===== config.mk =====
export PLATFORM = sky130hd
export DESIGN_NAME = outlierSelect
export DESIGN_NICKNAME = d
export VERILOG_FILES = /design/src/design/outlierPkg.sv /design/src/design/maskWriteSlave.sv /design/src/design/strideStage.sv /design/src/design/compactNet.sv /design/src/design/resultQueue.sv /design/src/design/outlierSelect.sv
export SDC_FILE = /design/constraint.sdc
export NUM_CORES = 1
export LEC_CHECK = 0
export BUFFER_PORTS_ARGS = -buffer_cell sky130_fd_sc_hd__buf_2
export CORE_MARGIN = 3
export CORE_UTILIZATION = 45
export DETAILED_ROUTE_END_ITERATION = 10
export SETUP_SLACK_MARGIN = 0.15
export SLEW_MARGIN = 20
export SYNTH_ARGS = -nofsm -noshare
export SYNTH_HDL_FRONTEND = slang
export SYNTH_SLANG_ARGS = --single-unit

===== constraint.sdc =====
create_clock -name clk -period 7.5 [get_ports clk]
set_clock_uncertainty 0.05 [all_clocks]
set_input_delay 0.75 -clock clk [delete_from_list [all_inputs] [get_ports clk]]
set_output_delay 0.75 -clock clk [all_outputs]
set_load 0.02 [all_outputs]

===== src/design/outlierPkg.sv =====
package outlierPkg;

    // lane geometry
    localparam int Dimm = 16;
    localparam int NumLr = 4;
    localparam int IndexWidth = 4;
    // 0 to 16 outliers
    localparam int CountWidth = 5;
    // one stride stage per index bit
    localparam int StageCount = 4;

    // word addresses, mask write shares word 0
    localparam logic [1:0] AddrStatus = 2'd0;
    localparam logic [1:0] AddrResult = 2'd1;

    // lane position plus outlier flag
    typedef struct packed {
        logic [IndexWidth-1:0] index;
        logic                  flag;
    } laneT;

    typedef laneT [Dimm-1:0] laneVecT;

    // one mask travelling through the network
    typedef struct packed {
        logic                  valid;
        laneVecT               lanes;
        logic [CountWidth-1:0] count;
    } flightT;

    // queue entry, slot 0 is the lowest outlier lane
    typedef struct packed {
        logic [CountWidth-1:0]                count;
        logic [NumLr-1:0][IndexWidth-1:0]     slot;
    } resultT;

    // wishbone classic master side
    typedef struct packed {
        logic        cyc;
        logic        stb;
        logic        we;
        logic [1:0]  adr;
        logic [31:0] dat;
    } wbReqT;

    typedef struct packed {
        logic        ack;
        logic [31:0] dat;
    } wbRspT;

    // same read word, decoded by address
    typedef union packed {
        struct packed {
            logic [26:0] pad;
            logic [2:0]  level;
            logic        full;
            logic        empty;
        } statusView;
        struct packed {
            logic [31-CountWidth-NumLr*IndexWidth:0] pad;
            resultT                                  result;
        } resultView;
    } readWordU;

endpackage


===== src/design/maskWriteSlave.sv =====
`timescale 1ns/1ps

module maskWriteSlave (
    input  logic               clk,
    input  logic               rstN,
    input  outlierPkg::wbReqT  req,
    input  logic               creditReady,
    output logic               ack,
    output outlierPkg::flightT launch
);

    logic writeHit;
    logic accept;
    logic [outlierPkg::Dimm-1:0] mask;
    logic [outlierPkg::CountWidth-1:0] popCount;
    outlierPkg::laneVecT laneNext;

    logic launchValid;
    outlierPkg::laneVecT launchLanes;
    logic [outlierPkg::CountWidth-1:0] launchCount;

    // only writes to word 0 carry a mask
    assign writeHit = req.cyc && req.stb && req.we && (req.adr == outlierPkg::AddrStatus);
    // hold off while the queue has no room, single ack per cycle
    assign accept = writeHit && !ack && creditReady;
    assign mask = req.dat[outlierPkg::Dimm-1:0];

    // each lane tagged with its own position
    always_comb begin
        popCount = '0;
        for (int i = 0; i < outlierPkg::Dimm; i++) begin
            laneNext[i].index = i[outlierPkg::IndexWidth-1:0];
            laneNext[i].flag = mask[i];
            popCount = popCount + {{(outlierPkg::CountWidth-1){1'b0}}, mask[i]};
        end
    end

    always_ff @(posedge clk) begin
        if (!rstN) begin
            ack <= 1'b0;
            launchValid <= 1'b0;
        end else begin
            ack <= accept;
            // launch one cycle after the ack
            launchValid <= ack;
        end
    end

    // master still holds dat while ack is up
    always_ff @(posedge clk) begin
        if (ack) begin
            launchLanes <= laneNext;
            launchCount <= popCount;
        end
    end

    assign launch = '{valid: launchValid, lanes: launchLanes, count: launchCount};

    // ack only answers a live strobe
    assert property (@(posedge clk) disable iff (!rstN)
        $rose(ack) |-> $past(req.cyc && req.stb));
    // no back-to-back acks
    assert property (@(posedge clk) disable iff (!rstN) ack |=> !ack);

endmodule


===== src/design/strideStage.sv =====
`timescale 1ns/1ps

module strideStage #(
    parameter int Shift = 1
) (
    input  logic               clk,
    input  logic               rstN,
    input  outlierPkg::flightT stageIn,
    output outlierPkg::flightT stageOut
);

    // count bit that selects a move of Shift lanes
    localparam int SelBit = $clog2(Shift);

    // non-outliers below each lane
    logic [outlierPkg::Dimm-1:0][outlierPkg::IndexWidth-1:0] gapCount;
    outlierPkg::laneVecT moved;

    logic outValid;
    outlierPkg::laneVecT outLanes;
    logic [outlierPkg::CountWidth-1:0] outCount;

    // running prefix count of empty lanes
    always_comb begin : prefixCount
        logic [outlierPkg::IndexWidth-1:0] run;
        run = '0;
        for (int i = 0; i < outlierPkg::Dimm; i++) begin
            gapCount[i] = run;
            run = run + {{(outlierPkg::IndexWidth-1){1'b0}}, !stageIn.lanes[i].flag};
        end
    end

    // earlier stages cleared the lower count bits, so moves never collide
    for (genvar i = 0; i < outlierPkg::Dimm; i++) begin : laneMux
        if (i + Shift < outlierPkg::Dimm) begin : withSource
            // upper outlier sliding in wins the slot
            assign moved[i] =
                (stageIn.lanes[i+Shift].flag && gapCount[i+Shift][SelBit]) ?
                    stageIn.lanes[i+Shift] :
                (stageIn.lanes[i].flag && !gapCount[i][SelBit]) ?
                    stageIn.lanes[i] : '0;
        end else begin : tailLane
            // top lanes have nothing above them
            assign moved[i] = (stageIn.lanes[i].flag && !gapCount[i][SelBit]) ?
                stageIn.lanes[i] : '0;
        end
    end

    always_ff @(posedge clk) begin
        if (!rstN) begin
            outValid <= 1'b0;
        end else begin
            outValid <= stageIn.valid;
        end
    end

    // lane data and count follow valid
    always_ff @(posedge clk) begin
        outLanes <= moved;
        outCount <= stageIn.count;
    end

    assign stageOut = '{valid: outValid, lanes: outLanes, count: outCount};

endmodule


===== src/design/compactNet.sv =====
`timescale 1ns/1ps

module compactNet (
    input  logic               clk,
    input  logic               rstN,
    input  outlierPkg::flightT netIn,
    output outlierPkg::flightT netOut,
    output logic [2:0]         inFlight
);

    // tap 0 is the launch word, last tap is the output
    outlierPkg::flightT stageBus [outlierPkg::StageCount+1];
    logic [outlierPkg::Dimm-1:0] outFlags;

    assign stageBus[0] = netIn;

    // strides 1, 2, 4, 8
    for (genvar j = 0; j < outlierPkg::StageCount; j++) begin : stride
        strideStage #(
            .Shift(1 << j)
        ) uStage (
            .clk     (clk),
            .rstN    (rstN),
            .stageIn (stageBus[j]),
            .stageOut(stageBus[j+1])
        );
    end

    assign netOut = stageBus[outlierPkg::StageCount];

    // launch and output taps count too, queue has not taken them yet
    always_comb begin
        inFlight = '0;
        for (int k = 0; k <= outlierPkg::StageCount; k++) begin
            inFlight = inFlight + {2'b00, stageBus[k].valid};
        end
    end

    always_comb begin
        for (int i = 0; i < outlierPkg::Dimm; i++) begin
            outFlags[i] = netOut.lanes[i].flag;
        end
    end

    // compaction loses and invents no outliers
    assert property (@(posedge clk) disable iff (!rstN)
        netOut.valid |-> ($countones(outFlags) == int'(netOut.count)));

endmodule


===== src/design/resultQueue.sv =====
`timescale 1ns/1ps

module resultQueue #(
    parameter int QueueDepth = 4
) (
    input  logic                 clk,
    input  logic                 rstN,
    input  outlierPkg::wbReqT    req,
    input  outlierPkg::flightT   netOut,
    input  logic [2:0]           inFlight,
    output logic                 ack,
    output outlierPkg::readWordU readData,
    output logic                 creditReady
);

    localparam int PtrWidth = (QueueDepth > 1) ? $clog2(QueueDepth) : 1;
    localparam int LevelWidth = $clog2(QueueDepth + 1);

    outlierPkg::resultT entries [QueueDepth];
    logic [PtrWidth-1:0] wrPtr;
    logic [PtrWidth-1:0] rdPtr;
    logic [LevelWidth-1:0] level;
    logic empty;
    logic full;
    logic readHit;
    logic push;
    logic pop;
    int freeCount;
    outlierPkg::resultT incoming;
    outlierPkg::readWordU readNext;

    assign empty = (level == '0);
    assign full = (level == LevelWidth'(QueueDepth));
    // any read address answers, one ack per strobe
    assign readHit = req.cyc && req.stb && !req.we && !ack;
    assign push = netOut.valid;
    // empty result read pops nothing
    assign pop = readHit && (req.adr == outlierPkg::AddrResult) && !empty;

    // room must cover every word still in the network
    assign freeCount = QueueDepth - int'(level);
    assign creditReady = freeCount > int'(inFlight);

    // keep only the leading slots of the compacted lanes
    always_comb begin
        incoming.count = netOut.count;
        for (int k = 0; k < outlierPkg::NumLr; k++) begin
            incoming.slot[k] = netOut.lanes[k].index;
        end
    end

    always_comb begin
        readNext = '0;
        if (req.adr == outlierPkg::AddrStatus) begin
            readNext.statusView.level = 3'(level);
            readNext.statusView.full = full;
            readNext.statusView.empty = empty;
        end else if (req.adr == outlierPkg::AddrResult && !empty) begin
            readNext.resultView.result = entries[rdPtr];
        end
    end

    always_ff @(posedge clk) begin
        if (!rstN) begin
            wrPtr <= '0;
            rdPtr <= '0;
            level <= '0;
            ack <= 1'b0;
        end else begin
            ack <= readHit;
            if (push) begin
                wrPtr <= (wrPtr == PtrWidth'(QueueDepth - 1)) ? '0 : wrPtr + 1'b1;
            end
            if (pop) begin
                rdPtr <= (rdPtr == PtrWidth'(QueueDepth - 1)) ? '0 : rdPtr + 1'b1;
            end
            // simultaneous push and pop keeps the level
            if (push && !pop) begin
                level <= level + 1'b1;
            end else if (pop && !push) begin
                level <= level - 1'b1;
            end
        end
    end

    always_ff @(posedge clk) begin
        if (push) begin
            entries[wrPtr] <= incoming;
        end
        if (readHit) begin
            readData <= readNext;
        end
    end

    // credit check upstream must prevent overflow
    assert property (@(posedge clk) disable iff (!rstN) push |-> !full);

endmodule


===== src/design/outlierSelect.sv =====
`timescale 1ns/1ps

module outlierSelect #(
    parameter int QueueDepth = 4
) (
    input  logic              clk,
    input  logic              rstN,
    input  outlierPkg::wbReqT req,
    output outlierPkg::wbRspT rsp
);

    logic creditReady;
    logic writeAck;
    logic readAck;
    logic [2:0] inFlight;
    outlierPkg::flightT launch;
    outlierPkg::flightT netOut;
    outlierPkg::readWordU readData;

    // write side, mask in
    maskWriteSlave uWrite (
        .clk        (clk),
        .rstN       (rstN),
        .req        (req),
        .creditReady(creditReady),
        .ack        (writeAck),
        .launch     (launch)
    );

    // four registered strides
    compactNet uNet (
        .clk     (clk),
        .rstN    (rstN),
        .netIn   (launch),
        .netOut  (netOut),
        .inFlight(inFlight)
    );

    // read side, results out
    resultQueue #(
        .QueueDepth(QueueDepth)
    ) uQueue (
        .clk        (clk),
        .rstN       (rstN),
        .req        (req),
        .netOut     (netOut),
        .inFlight   (inFlight),
        .ack        (readAck),
        .readData   (readData),
        .creditReady(creditReady)
    );

    // writes and reads never ack together
    assign rsp = '{ack: writeAck | readAck, dat: readAck ? readData : 32'd0};

endmodule


After elaboration in Yosys (flattened, before gate mapping):

Memory sizes are Yosys's and may differ from the RTL's. A register that Yosys moved wholly into a read port is not among the register bits.
Cells that the tools add are included.

* $add $sub $neg: 76
* order comparisons: 1
* eq/ne operators: 4
* multiplexer cells: 101
* bitwise operators: 2
* reduce and logical (&&, ||, !) cells: 204

Operators by type and width (number)
* two-way mux 5 bit: 51
* zero test 1 bit: 99
* logical AND 1 bit: 98
* adder 5 x 1 -> 5 bit: 14
* two-way mux 4 bit: 12
* adder 3 x 1 -> 3 bit: 15
* > comparator 32 x 4 -> 1 bit: 1
* adder 4 x 1 -> 4 bit: 7
* adder 2 x 1 -> 2 bit: 13
* two-way mux 1 bit: 26
* two-way mux 21 bit: 1
* two-way mux 3 bit: 6
* adder 1 bit: 14
* adder 1 x 1 -> 2 bit: 5
* two-way mux 2 bit: 5
* adder 2 x 1 -> 3 bit: 2
* adder 2 x 1 -> 2 bit, second input constant: 2
* adder 3 x 1 -> 4 bit: 1
* equality test 2 bit, second input constant: 2
* subtractor 3 x 3 -> 4 bit, first input constant: 1
* adder 3 x 1 -> 3 bit, second input constant: 1
* equality test 3 bit, second input constant: 1
* zero test 1 bit, first input constant: 3
* zero test 3 bit: 1
* 7 further kinds: 7

* bits in registers: 281
* memory bits (writable): 84
* output and inout bits: 33
* memories kept: 1

Memory list
* uQueue.entries: depth 4, bits a word 21, read ports 1, clocked after memory_dff 1, write ports 1, RTL line resultQueue.sv:19 `outlierPkg::resultT entries [QueueDepth];`

Logic depth before layout (Yosys ltp):

* word-level depth: 18
* mapped depth: 22

By module:

A second synthesis with hierarchy kept.

* cell total of the unflattened synthesis: 1792
* area total of the unflattened synthesis: 20135.6 µm²

By module, submodules not included
* resultQueue: instances 1, cells each 236, area an instance 4544.4 µm², seq. area each 3353.2 µm²
* strideStage at uNet.stride[3].uStage: instances 1, cells each 395, area an instance 3861.2 µm², seq. area each 1721.7 µm²
* strideStage at uNet.stride[2].uStage: instances 1, cells each 342, area an instance 3315.7 µm², seq. area each 1721.7 µm²
* strideStage at uNet.stride[1].uStage: instances 1, cells each 325, area an instance 3256.9 µm², seq. area each 1721.7 µm²
* strideStage at uNet.stride[0].uStage: instances 1, cells each 309, area an instance 3225.6 µm², seq. area each 1721.7 µm²
* maskWriteSlave: instances 1, cells each 141, area an instance 1599.0 µm², seq. area each 670.6 µm²
* outlierSelect: instances 1, cells each 36, area an instance 261.5 µm², seq. area each 0.0 µm²
* compactNet: instances 1, cells each 8, area an instance 71.3 µm², seq. area each 0.0 µm²

Worst setup path before layout:

OpenSTA, ideal clock, no wires.

* path kind: reg-to-reg
* start point: reg uNet.stride[1].uStage.outLanes (netlist bit uNet.stride[1].uStage.stageOut[5])
* end point: reg uNet.stride[2].uStage.outLanes (netlist bit uNet.stride[2].uStage.stageOut[56])
* library setup time: 0.117 ns
* data arrival time: 5.293 ns
* data required time: 7.333 ns
* slack: 2.040 ns
* stages on the path, launching flop included: 22
* path buffers: 0
* path through: dfxtp_1 > fa_1 > inv_1 > ha_1 > ha_1 > inv_1 > fa_1 > inv_1 > ha_1 > ha_1 > ha_1 > ha_1 > ha_1 > ha_1 > ha_1 > ha_1 > xnor2_1 > xnor2_1 > xnor3_1 > nor2b_1 > nor2_1 > a22o_1

RTL lines
* from (decl): RTL line strideStage.sv:20 `outlierPkg::laneVecT outLanes;`
* from (signal assigned): RTL line strideStage.sv:59 `outLanes <= moved;`
* to (signal assigned): RTL line strideStage.sv:59
* to (decl): RTL line strideStage.sv:20

==> metrics.cfg <==
[outcome]
outcome=finished, final reports clean

[pwr]
switching_share_pct=29.7
p_int_uw=3780
p_per_area_mw_per_mm2=349
power.leakage_uw=0.00655
power.switching_uw=1600
total_power_uw=5380
p_seq_share_pct=38.8
pwr-share-comb_pct=29.5
ir_worst_vdd_mv=0.273
clkPwrFrac_pct=31.6

[floorplanning]
dieArea_sq_mm=0.0323
ios=72
core_area_sq_mm=0.0292
placementRows=62
die_h_microns=180
die_x_microns=180
start_util_pct=46.5

[timing]
hold_viol=0
post-route-period-util_pct=76.8
fin_setup_tns_ns=0
max_freq_mhz=174
slew_violations=0
post-route-min-period_ns=5.76
fin_ws_ns=1.74
setup_violations=0
max_slew_margin_pct=26.1
rsz0062_at_grt=no
worstMarginPinSlew_ns=1.11

[clock_network]
clkSinkCount=336
htreeDepth=2
cts_tree=built
cts-hold-fix-buffers=0
cts_setup_buffers=0
cts-root-buf=clkbuf_16
clk_latency_ns=0.50
path_clk_slew_ns=0.06
numCtsBuffers=36
cts_buffer_depth=3
post_cts_resized=0

[synth]
synth_edf_count=126
synthTopCellsByArea=dfxtp_1 31%, edfxtp_1 28%, ha_1 8.1%
ys_types=49
ys_ff_latch=336
ys_seq_area_share_pct=58.9
syn-cell-area_sq_mm=0.0136
synth_top_area_cell=dfxtp_1
syn-mean-instance-area_sq_um=12.8
synth_warnings=0
synthCells=1057
synthFlopType=dfxtp_1
yosysTopAreaCellShare_pct=31.0
async_flop_share_pct=0

[final_layout]
final_cell_mix=210 x dfxtp_1, 126 x edfxtp_1, 111 x inv_1
stdcell_count=1547
final_common_cell=dfxtp_1
drive_above_1_share_pct=13.3
num-nets-final=1296
num_antenna_cells=0
finalInstanceArea_sq_mm=0.0154
synthToLayoutAreaGrowth_pct=13.7

[critical_path]
timing.rr.end=uNet.stride[2].uStage.stageOut[56]
crit_top_cell=ha_1
arrival_ns=6.09
ff2ff_path_depth=21
r2r_start=uNet.stride[1].uStage.stageOut[5]
critPathKind=register to register
cp.required_ns=7.84
timing.critical_path.slowest_stage_cell=fa_1
crit_chain=fa_1 > inv_1 > ha_1 > ha_1 > inv_1 > fa_1 > inv_1 > ha_1 > ha_1 > ha_1 > ha_1 > ha_1 > ha_1 > ha_1 > ha_1 > xnor2_1 > xnor2_1 > xnor3_1 > nor2b_1 > nor2_1 > a22o_1
critPathMaxStageDelay_ns=0.54
r2r_slack_ns=1.74
worst_setup_path_end_kind=register
path_max_fanout=6
worst_setup_path_start_kind=register

[placed_design]
routabilityCongestion=0.890
portBuffers=44
hpwlAfterDp_mm=17.1
place_ws_ns=1.75
placedCellCount=1482
dpl_cell_area_sq_mm=0.0142

[routing]
avgViaCountPerCell=4.68
vias=7242
drcViolationCount=0
wire_per_inst_microns=14.7
drt_wl_total_mm=22.8
drtIter0Drc=343
firstDrtPassIters=4
antenna_left=0

[min_path]
min_to=uNet.stride[3].uStage.outCount[2]
hp-class=register to register
min_from=uNet.stride[2].uStage.outCount[2]
holdPathStages=0

[global_route]
grt-ovfl-total=0
grt_usage_pct=14.4
first_global_vias=7308
grt_max_degree=25
grt_first_pass_wirelength_mm=37.8
antenna_found_initial=0

[job]
cap_violations=0

## power by group through the flow
stage | logic (uW) | registers, uW | clock network [uW]
floorplan | 1290 | 2100 | 0
global placement | 1560 | 2130 | 0
detailed placement | 1590 | 2130 | 0
CTS | 1600 | 2090 | 1750
global route | 1810 | 2100 | 1840
finish | 1590 | 2090 | 1700
## metrics by stage
step / utilization (%) / hold slack [ns]
6_report: 52.9 / 0.274
5_1_grt: 52.9 / 0.283
2_1_floorplan: - / 0.260
3_3_place_gp: 48.9 / 0.263
3_5_place_dp: 48.9 / 0.262
4_1_cts: 52.9 / 0.274
## worst max-delay path by stage
stage | from | endpoint | slack (ns) | cells past startpoint
6_report | uNet.stride[1].uStage.stageOut[5] | uNet.stride[2].uStage.stageOut[56] | 1.74 | 21
4_1_cts | uNet.stride[1].uStage.stageOut[5] | uNet.stride[2].uStage.stageOut[56] | 1.71 | 21
5_1_grt | uNet.stride[1].uStage.stageOut[5] | uNet.stride[2].uStage.stageOut[56] | 1.45 | 21
3_5_place_dp | uNet.stride[1].uStage.stageOut[5] | uNet.stride[2].uStage.stageOut[59] | 1.75 | 21
3_3_place_gp | uNet.stride[1].uStage.stageOut[5] | uNet.stride[2].uStage.stageOut[59] | 1.77 | 21
2_1_floorplan | uNet.stride[1].uStage.stageOut[5] | uNet.stride[2].uStage.stageOut[56] | 2.04 | 21
## flip-flops by register name, summed over array words and instances, names as in the netlist, named ones only
signal	cells
uWrite.launch	16
uQueue.level	3
uWrite.ack	1
uNet.stride.uStage.stageOut	174
uQueue.wrPtr	2
uNet.stride.uStage.outCount	20
uQueue.readData	21
uWrite.launchValid	1
uQueue.ack	1
uQueue.rdPtr	2
uNet.stride.uStage.outValid	4
uQueue.entries	84
uWrite.launchCount	5
## cell usage after synthesis, types with 2 or more instances
library cell and count:
nand2_1 88, or2_2 15, xor3_2 2, xor3_1 2, xnor3_1 3, xnor2_4 2, nand4_1 6, buf_1 2
mux4_2 21, nand3b_1 3, nor2b_1 18, buf_4 11, ha_1 88, and3_1 13, o21bai_1 2, xnor2_1 24
nand2b_1 12, fa_1 33, a21boi_0 2, o22ai_1 8, o21ai_0 37, nand3_1 52, a31oi_1 3, a22o_1 11
a21oi_1 15, nor3_1 4, and2_1 55, a32o_1 2, xnor3_4 3, dfxtp_1 210, xor2_1 12, edfxtp_1 126
a21o_1 10, inv_1 111, nor2_1 24, clkbuf_1 8, mux2i_1 7
## routing by layer
layer | up-vias | global-route usage, % | routed length [microns]
met1 | 3386 | 18.9 | 10500
met5 | - | 0 | 0
met2 | 102 | 24.7 | 11100
li1 | 3719 | - | -
met4 | 0 | 4.21 | 502
met3 | 35 | 2.45 | 716
## critical path: cells and delay by family, from the launching register on
family,cells,cell delay [ns]
adder cells (fa/ha/maj),12,3.71
AO/OA/AOI/OAI,1,0.19
buffers and inverters,3,0.13
flip-flops,1,0.35
AND/OR/NAND/NOR,2,0.45
XOR/XNOR,3,0.76
## cell families (layout without fill, tap and decap cells)
logic type	count (synthesis)	in the layout	share of synthesized area (%)
XOR/XNOR	49	49	4.65
flip-flops	336	336	58.9
AND/OR/NAND/NOR	296	296	11.2
other	1	11	0.0277
AO/OA/AOI/OAI	93	93	4.24
buffers and inverters	133	229	4.00
adder cells (fa/ha/maj)	121	121	13.0
multiplexers	28	28	4.00
## final cells by class
class | count | area (sq um)
Timing Repair Buffer | 53 | 288
Clock buffer | 56 | 1090
Sequential cell | 336 | 7990
Clock inverter | 9 | 85.1
Fill cell | 2582 | 13700
Inverter | 111 | 417
Multi-Input combinational cell | 598 | 5080
Tap cell | 384 | 480
No activity file was read; power rests on OpenSTA's default activity.
